==> src/hdl/fp_config.svh <==
// fp compare config: fixed operand field widths and result queue depth
`ifndef FP_CONFIG_SVH
`define FP_CONFIG_SVH

// ==============================
// ieee 754 single precision
// ==============================
`define FP_WID        32
`define FP_EXP_WID    8
`define FP_MAN_WID    23

// result entries, also the upstream credits handed out after reset
`define FP_QUEUE_DEPTH 4

`endif

==> src/hdl/fp_pkg.sv <==
// fp compare types: vector typedefs shared by the pipeline and its testbench
`include "fp_config.svh"

package fp_pkg;

	// ==============================
	// operand fields
	// ==============================
	// one raw operand word
	typedef logic [`FP_WID-1:0]     fp_word_t;
	// biased exponent
	typedef logic [`FP_EXP_WID-1:0] fp_exp_t;
	// stored fraction, hidden bit not included
	typedef logic [`FP_MAN_WID-1:0] fp_man_t;

	// ==============================
	// results and flow control
	// ==============================
	// bit 0 eq, bit 1 lt, bit 2 le, bit 3 magnitude lt, bit 4 unordered
	typedef logic [4:0] cmp_flags_t;

	// must reach FP_QUEUE_DEPTH, so one bit more than the pointer
	typedef logic [$clog2(`FP_QUEUE_DEPTH+1)-1:0] credit_count_t;

endpackage

==> src/hdl/fp_decomp.sv <==
// fp decompose: splits an operand into fields and flags zero, nan and snan
`include "fp_config.svh"

module fp_decomp
(
	input  fp_pkg::fp_word_t i,
	output logic             sgn,
	output fp_pkg::fp_exp_t  exp,
	output fp_pkg::fp_man_t  man,
	output logic             zero,
	output logic             nan,
	output logic             snan
);

	logic exp_zero;
	logic exp_ones;
	logic man_zero;

	// field split, sign on top then exponent then fraction
	assign sgn = i[`FP_WID-1];
	assign exp = i[`FP_WID-2 -: `FP_EXP_WID];
	assign man = i[`FP_MAN_WID-1:0];

	// exponent and fraction extremes
	assign exp_zero = (exp == '0);
	assign exp_ones = &exp;
	assign man_zero = (man == '0);

	// either signed zero, denormals count as nonzero
	assign zero = exp_zero & man_zero;

	// infinity has a zero fraction so it is not a nan
	assign nan = exp_ones & ~man_zero;

	// quiet bit is the fraction msb
	// a nan with it clear is signalling
	assign snan = nan & ~man[`FP_MAN_WID-1];

endmodule

==> src/hdl/fp_classify_stage.sv <==
// fp classify stage: decomposes both operands and registers fields and classes
`include "fp_config.svh"

module fp_classify_stage
(
	input  logic                                clk,
	input  logic                                rst,
	input  logic                                in_valid,
	input  fp_pkg::fp_word_t                    a,
	input  fp_pkg::fp_word_t                    b,
	output logic                                s1_valid,
	output logic                                s1_sa,
	output logic                                s1_sb,
	output logic [`FP_EXP_WID+`FP_MAN_WID-1:0] s1_mag_a,
	output logic [`FP_EXP_WID+`FP_MAN_WID-1:0] s1_mag_b,
	output logic                                s1_za,
	output logic                                s1_zb,
	output logic                                s1_nan_a,
	output logic                                s1_nan_b,
	output logic                                s1_snan_a,
	output logic                                s1_snan_b,
	output logic                                s1_same
);

	import fp_pkg::*;

	logic    sgn_a, sgn_b;
	fp_exp_t exp_a, exp_b;
	fp_man_t man_a, man_b;
	logic    zero_a, zero_b;
	logic    nan_a, nan_b;
	logic    snan_a, snan_b;

	// ==============================
	// operand decode
	// ==============================
	fp_decomp i_decomp_a
	(
		.i(a), .sgn(sgn_a), .exp(exp_a), .man(man_a),
		.zero(zero_a), .nan(nan_a), .snan(snan_a)
	);

	fp_decomp i_decomp_b
	(
		.i(b), .sgn(sgn_b), .exp(exp_b), .man(man_b),
		.zero(zero_b), .nan(nan_b), .snan(snan_b)
	);

	// ==============================
	// stage register
	// ==============================
	// valid is the only control bit here
	always_ff @(posedge clk)
	begin
		if (rst)
			s1_valid <= 1'b0;
		else
			s1_valid <= in_valid;
	end

	// payload only moves on an accepted pair
	always_ff @(posedge clk)
	begin
		if (in_valid)
		begin
			s1_sa     <= sgn_a;
			s1_sb     <= sgn_b;
			// exponent above fraction orders magnitudes as integers
			s1_mag_a  <= {exp_a, man_a};
			s1_mag_b  <= {exp_b, man_b};
			s1_za     <= zero_a;
			s1_zb     <= zero_b;
			s1_nan_a  <= nan_a;
			s1_nan_b  <= nan_b;
			s1_snan_a <= snan_a;
			s1_snan_b <= snan_b;
			// raw word match, stands in for the operands downstream
			s1_same   <= (a == b);
		end
	end

endmodule

==> src/hdl/fp_compare_stage.sv <==
// fp compare stage: forms the five comparison flags and registers them
`include "fp_config.svh"

module fp_compare_stage
(
	input  logic                                clk,
	input  logic                                rst,
	input  logic                                s1_valid,
	input  logic                                s1_sa,
	input  logic                                s1_sb,
	input  logic [`FP_EXP_WID+`FP_MAN_WID-1:0] s1_mag_a,
	input  logic [`FP_EXP_WID+`FP_MAN_WID-1:0] s1_mag_b,
	input  logic                                s1_za,
	input  logic                                s1_zb,
	input  logic                                s1_nan_a,
	input  logic                                s1_nan_b,
	input  logic                                s1_snan_a,
	input  logic                                s1_snan_b,
	input  logic                                s1_same,
	output logic                                s2_valid,
	output fp_pkg::cmp_flags_t                  s2_flags,
	output logic                                s2_nan,
	output logic                                s2_snan
);

	import fp_pkg::*;

	logic       unord;
	logic       both_zero;
	logic       mag_lt, mag_gt;
	logic       eq, lt;
	cmp_flags_t flags;

	// ==============================
	// flag logic
	// ==============================
	assign unord     = s1_nan_a | s1_nan_b;
	assign both_zero = s1_za & s1_zb;

	// +0 and -0 differ in the sign bit only
	assign eq = ~unord & (both_zero | s1_same);

	// sign ignored
	assign mag_lt = (s1_mag_a < s1_mag_b);
	assign mag_gt = (s1_mag_a > s1_mag_b);

	// mixed signs: negative a is less, except for the two zeros
	// same sign: negative reverses the magnitude order
	always_comb
	begin
		if (s1_sa ^ s1_sb)
			lt = s1_sa & ~both_zero;
		else if (s1_sa)
			lt = mag_gt;
		else
			lt = mag_lt;
		lt = lt & ~unord;
	end

	assign flags = {unord, mag_lt, lt | eq, lt, eq};

	// ==============================
	// stage register
	// ==============================
	always_ff @(posedge clk)
	begin
		if (rst)
			s2_valid <= 1'b0;
		else
			s2_valid <= s1_valid;
	end

	always_ff @(posedge clk)
	begin
		if (s1_valid)
		begin
			s2_flags <= flags;
			s2_nan   <= unord;
			s2_snan  <= s1_snan_a | s1_snan_b;
		end
	end

endmodule

==> src/hdl/fp_result_queue.sv <==
// fp result queue: buffers results and runs credit flow control on both sides
`include "fp_config.svh"

module fp_result_queue
(
	input  logic               clk,
	input  logic               rst,
	input  logic               s2_valid,
	input  fp_pkg::cmp_flags_t s2_flags,
	input  logic               s2_nan,
	input  logic               s2_snan,
	input  logic               out_credit,
	output logic               out_valid,
	output fp_pkg::cmp_flags_t flags,
	output logic               nan,
	output logic               snan,
	output logic               in_credit
);

	import fp_pkg::*;

	localparam int DEPTH   = `FP_QUEUE_DEPTH;
	localparam int PTR_WID = (DEPTH > 1) ? $clog2(DEPTH) : 1;

	// entry storage
	cmp_flags_t mem_flags [DEPTH];
	logic       mem_nan   [DEPTH];
	logic       mem_snan  [DEPTH];

	logic [PTR_WID-1:0] wr_ptr;
	logic [PTR_WID-1:0] rd_ptr;
	credit_count_t      count;
	// downstream credits held
	credit_count_t      dn_credit;
	credit_count_t      credit_free;
	logic               pop;

	// ==============================
	// pop decision
	// ==============================
	// a credit under a live out_valid is already spent
	assign credit_free = dn_credit - credit_count_t'(out_valid);
	assign pop         = (count != '0) && (credit_free != '0);

	// ==============================
	// buffer
	// ==============================
	// upstream credits stop overflow, so writes are never refused
	always_ff @(posedge clk)
	begin
		if (s2_valid)
		begin
			mem_flags[wr_ptr] <= s2_flags;
			mem_nan[wr_ptr]   <= s2_nan;
			mem_snan[wr_ptr]  <= s2_snan;
		end
	end

	always_ff @(posedge clk)
	begin
		if (rst)
		begin
			wr_ptr <= '0;
			rd_ptr <= '0;
			count  <= '0;
		end
		else
		begin
			if (s2_valid)
				wr_ptr <= (wr_ptr == PTR_WID'(DEPTH-1)) ? '0 : wr_ptr + 1'b1;
			if (pop)
				rd_ptr <= (rd_ptr == PTR_WID'(DEPTH-1)) ? '0 : rd_ptr + 1'b1;
			count <= count + credit_count_t'(s2_valid) - credit_count_t'(pop);
		end
	end

	// ==============================
	// downstream credits and output
	// ==============================
	// grants past the counter range are dropped
	always_ff @(posedge clk)
	begin
		if (rst)
			dn_credit <= '0;
		else if (out_credit && !out_valid)
		begin
			if (dn_credit != '1)
				dn_credit <= dn_credit + 1'b1;
		end
		else if (!out_credit && out_valid)
			dn_credit <= dn_credit - 1'b1;
	end

	always_ff @(posedge clk)
	begin
		if (rst)
			out_valid <= 1'b0;
		else
			out_valid <= pop;
	end

	always_ff @(posedge clk)
	begin
		if (pop)
		begin
			flags <= mem_flags[rd_ptr];
			nan   <= mem_nan[rd_ptr];
			snan  <= mem_snan[rd_ptr];
		end
	end

	// the slot freed by each result goes straight back upstream
	assign in_credit = out_valid;

endmodule

==> src/hdl/fp_compare_pipe.sv <==
// fp compare pipe: classify, compare and result queue stages in a row
`include "fp_config.svh"

module fp_compare_pipe
(
	input  logic               clk,
	input  logic               rst,
	input  logic               in_valid,
	input  fp_pkg::fp_word_t   a,
	input  fp_pkg::fp_word_t   b,
	input  logic               out_credit,
	output logic               out_valid,
	output fp_pkg::cmp_flags_t flags,
	output logic               nan,
	output logic               snan,
	output logic               in_credit
);

	import fp_pkg::*;

	// ==============================
	// stage 1 to stage 2
	// ==============================
	logic                                s1_valid;
	logic                                s1_sa, s1_sb;
	logic [`FP_EXP_WID+`FP_MAN_WID-1:0] s1_mag_a, s1_mag_b;
	logic                                s1_za, s1_zb;
	logic                                s1_nan_a, s1_nan_b;
	logic                                s1_snan_a, s1_snan_b;
	logic                                s1_same;

	// stage 2 to queue
	logic       s2_valid;
	cmp_flags_t s2_flags;
	logic       s2_nan, s2_snan;

	fp_classify_stage i_classify
	(
		.clk(clk), .rst(rst), .in_valid(in_valid), .a(a), .b(b),
		.s1_valid(s1_valid), .s1_sa(s1_sa), .s1_sb(s1_sb),
		.s1_mag_a(s1_mag_a), .s1_mag_b(s1_mag_b), .s1_za(s1_za), .s1_zb(s1_zb),
		.s1_nan_a(s1_nan_a), .s1_nan_b(s1_nan_b),
		.s1_snan_a(s1_snan_a), .s1_snan_b(s1_snan_b), .s1_same(s1_same)
	);

	fp_compare_stage i_compare
	(
		.clk(clk), .rst(rst),
		.s1_valid(s1_valid), .s1_sa(s1_sa), .s1_sb(s1_sb),
		.s1_mag_a(s1_mag_a), .s1_mag_b(s1_mag_b), .s1_za(s1_za), .s1_zb(s1_zb),
		.s1_nan_a(s1_nan_a), .s1_nan_b(s1_nan_b),
		.s1_snan_a(s1_snan_a), .s1_snan_b(s1_snan_b), .s1_same(s1_same),
		.s2_valid(s2_valid), .s2_flags(s2_flags), .s2_nan(s2_nan), .s2_snan(s2_snan)
	);

	// latency past this point depends on the consumer's credits
	fp_result_queue i_queue
	(
		.clk(clk), .rst(rst),
		.s2_valid(s2_valid), .s2_flags(s2_flags), .s2_nan(s2_nan), .s2_snan(s2_snan),
		.out_credit(out_credit), .out_valid(out_valid),
		.flags(flags), .nan(nan), .snan(snan), .in_credit(in_credit)
	);

endmodule

==> config.mk <==
export PLATFORM = sky130hd
export DESIGN_NAME = fp_compare_pipe
export DESIGN_NICKNAME = d
export VERILOG_FILES = /design/src/hdl/fp_pkg.sv /design/src/hdl/fp_decomp.sv /design/src/hdl/fp_classify_stage.sv /design/src/hdl/fp_compare_stage.sv /design/src/hdl/fp_result_queue.sv /design/src/hdl/fp_compare_pipe.sv
export VERILOG_INCLUDE_DIRS = /design/src /design/src/hdl
export SDC_FILE = /design/constraint.sdc
export NUM_CORES = 1
export LEC_CHECK = 0
export ABC_AREA = 1
export ABC_CLOCK_PERIOD_IN_PS = 5300
export BUFFER_PORTS_ARGS = -buffer_cell sky130_fd_sc_hd__buf_2
export CAP_MARGIN = 20
export CORE_UTILIZATION = 45
export CTS_CLUSTER_DIAMETER = 150
export DETAILED_ROUTE_END_ITERATION = 8
export GPL_ROUTABILITY_DRIVEN = 0
export GPL_TIMING_DRIVEN = 0
export PLACE_DENSITY = 0.75
export SLEW_MARGIN = 20
export SYNTH_ARGS = -nofsm -noshare
export SYNTH_HDL_FRONTEND = slang
export SYNTH_SLANG_ARGS = --single-unit
==> constraint.sdc <==
create_clock -name clk -period 5.3 [get_ports clk]
set_clock_uncertainty 0.2 [all_clocks]
set_input_delay 0.795 -clock clk [delete_from_list [all_inputs] [get_ports clk]]
set_output_delay 0.795 -clock clk [all_outputs]
set_load 0.01 [all_outputs]
==> results.cfg <==
[status]
outcome = finished, final reports clean

[routing]
post_drt_wl_per_cell_um = 13.1
dr.pass1.iters = 5
top_layer_used = met4
drc = 0
num_vias = 3860
routedLengthMet1_um = 4410
finalWirelength_um = 10400
route.met2.wl_um = 5370
ant_nets = 0
wl_met3_um = 545
drt_iter0_drc = 190
vias_per_cell = 4.84

[sta]
fin_tns_setup_ns = 0
hold_viol_final = 0
slew_viol_final = 0
rsz0062_at_grt = no
fmax_mhz = 363
slew_headroom_pct = 59.9
worst_slew_pin_slew_ns = 0.596
hold_slack_ns = 0.286
post-route-period-util_pct = 52.0
min_period_ns = 2.75
setup_viol = 0

[setup_path]
cp_data_required_time_ns = 5.43
cp_max_fo = 7
worstPathCellList = inv_1, ha_1, nand2_1, clkinv_1, o211ai_1, o21ai_2, inv_1, ha_1, inv_1, ha_1, inv_1, fa_1, inv_1, o21ai_1, a21oi_1
cp_slowest_stage_delay_ns = 0.41
start_kind = register
crit_path_end_kind = register
slowest_stage = dfxtp_1
crit_cells = 15
path_class = reg -> reg
worst-path-buf-inv = 6
crit_top_cell = inv_1
cp_top_family = adder cells
rr_worst_depth = 15
arrival_ns = 2.89

[finish]
final_util_pct = 57.0
fill_cells = 1036
n_antenna_cell = 0
layout.cells.non_filler = 798
fin_nets = 727
drive_above_1_share_pct = 19.2
ff_latch_area_um2 = 3470
multiInputGateArea_um2 = 1820
syn_to_final_growth_pct = 22.0

[die]
core_um2 = 12200
die_h_um = 114
pin_count = 77
start_util_pct = 46.7
fp-row-count = 40
die_area_um2 = 13100
die_x_um = 114

[global_route]
grt_pass1_wl_um = 17400
grt_usage_pct = 17.5
grt_antenna_before_repair = 0
grt_pass1_vias = 3893
grt_max_degree = 50
grt_overflow_total = 0

[worst_hold_path]
hp-class = reg -> reg
hold_depth = 1

[clocking]
cts_tree = yes
path_clk_slew_ns = 0.05
cts_hold_buf = 0
post-cts-setup-buffer-count = 0
postCtsResizedCells = 0
clkSinkCount = 120
cts-root-buf = clkbuf_16
cts_buffers = 17
htree_levels = 4
clockBufferDepth = 2
worstSkewPairLatency_ns = 0.40

[synthesis]
syn-cell-area_um2 = 5680
synth_top_area_share_pct = 56.6
netlist_instances = 522
synth-edff-count = 107
ys_seq_area_share_pct = 61.1
syn-num-nets = 631
ys.flop_type = edfxtp_1
synthTopCellsByArea = edfxtp_1 (57%), ha_1 (8.6%), inv_1 (5.9%)
synth.avg_cell_area_um2 = 10.9
synth_top_area_cell = edfxtp_1
async_reset_ff_share_pct = 0
synth_most_common_cell = edfxtp_1
ys_warn_count = 0
yosysUniqueCellTypes = 33
ys_seq_elements = 120
synthTopCellsByCount = edfxtp_1 (107), inv_1 (90), nand2_1 (85)

[place]
port_buffers = 76
dp_cells = 767
place_hpwl_um = 7730

[pwr]
clkPwrFrac_pct = 42.1
seqPwrFrac_pct = 41.8
p_sw_uw = 713
p_int_mw = 2.19
pwr_density_cell_nw_per_um2 = 419
power_frac_comb_pct = 16.1
p_leak_nw = 3.05
swShare_pct = 24.6
ir_drop_v = 0.000206

[run]
maxCapViolCount = 0
## area by class of cell
cell class	count	share of cell area (%)
tap	168	3.03
multi-input combinational	300	26.2
timing repair buffer	77	5.92
sequential	120	50.1
clock inverter	9	2.49
buffer	4	0.325
clock buffer	22	6.55
inverter	98	5.31
## metal layers
metal,vias to the layer above,track usage (%)
li1,1958,-
met1,1778,20.0
met2,114,31.8
met3,10,4.61
met4,0,5.54
met5,-,0
## path summary, 6_finish.rpt
check,startpoint,to,slack [ns]
max,i_queue.dn_credit[0],i_queue.count[2],2.55
min,i_classify.s1_snan_a,i_compare.s2_snan,0.29
max reg2reg,i_queue.dn_credit[0],i_queue.count[2],2.55
min reg2reg,i_classify.s1_snan_a,i_compare.s2_snan,0.29
## cells by family (layout without fill, tap and decap cells)
family / Yosys count / in the layout / share of synthesized area [%]
buf+inv: 102 / 210 / 6.87
fa+ha+maj: 41 / 41 / 9.29
flops: 120 / 120 / 61.1
simple gates: 185 / 185 / 14.5
xor+xnor: 19 / 19 / 2.93
compound gates: 55 / 55 / 5.29
## state kept, by name, indices dropped and copies added, names as in the netlist, 4 cells and up
| register | cells |
|---|---|
| i_classify.s1_mag_a | 31 |
| i_classify.s1_mag_b | 31 |
| i_compare.s2_flags | 4 |
| i_queue.flags | 4 |
| i_queue.mem_flags | 16 |
| i_queue.mem_nan | 4 |
| i_queue.mem_snan | 4 |
## through the flow
stage	setup slack [ns]	area [um2]	power [mW]
finish	2.55	6930	2.90
global route	2.29	6930	3.04
global placement	2.63	6270	1.67
floorplan	2.80	5680	1.54
detailed placement	2.54	6300	1.70
CTS	2.53	6930	2.92
## cells in the final DEF, fill, tap and decap left out, types with 2 or more instances in the layout
| cell | count |
|---|---|
| bufinv_16 | 5 |
| clkinv_2 | 2 |
| a21oi_1 | 20 |
| nand4_1 | 14 |
| inv_2 | 6 |
| nor2_2 | 2 |
| fa_1 | 2 |
| o211ai_1 | 2 |
| or2_0 | 3 |
| o21ai_0 | 8 |
| buf_4 | 3 |
| o21ai_1 | 15 |
| clkinv_1 | 3 |
| clkbuf_16 | 17 |
| xor2_1 | 6 |
| inv_1 | 90 |
| dfxtp_1 | 13 |
| nor2_1 | 45 |
| clkbuf_1 | 6 |
| nor4_1 | 13 |
| o22ai_1 | 6 |
| ha_1 | 39 |
| nor3_1 | 4 |
| nand2_1 | 85 |
| edfxtp_1 | 107 |
| nand3_1 | 11 |
| nand2_2 | 3 |
| a21o_1 | 2 |
| buf_2 | 75 |
| xnor2_1 | 13 |
## power groups by stage
stage / Combinational [mW] / Clock (mW) / Sequential, mW
floorplan: 0.300 / 0 / 1.24
global placement: 0.444 / 0 / 1.23
detailed placement: 0.470 / 0 / 1.23
CTS: 0.474 / 1.23 / 1.21
global route: 0.542 / 1.28 / 1.22
finish: 0.468 / 1.22 / 1.21
## worst reg2reg max path, cell delays in order (launching register included)
cell,delay (ns)
dfxtp_1,0.41
inv_1,0.07
ha_1,0.20
nand2_1,0.08
clkinv_1,0.06
o211ai_1,0.20
o21ai_2,0.13
inv_1,0.23
ha_1,0.28
inv_1,0.06
ha_1,0.13
inv_1,0.05
fa_1,0.35
inv_1,0.08
o21ai_1,0.07
a21oi_1,0.11
No activity file was read; power rests on OpenSTA's default activity.
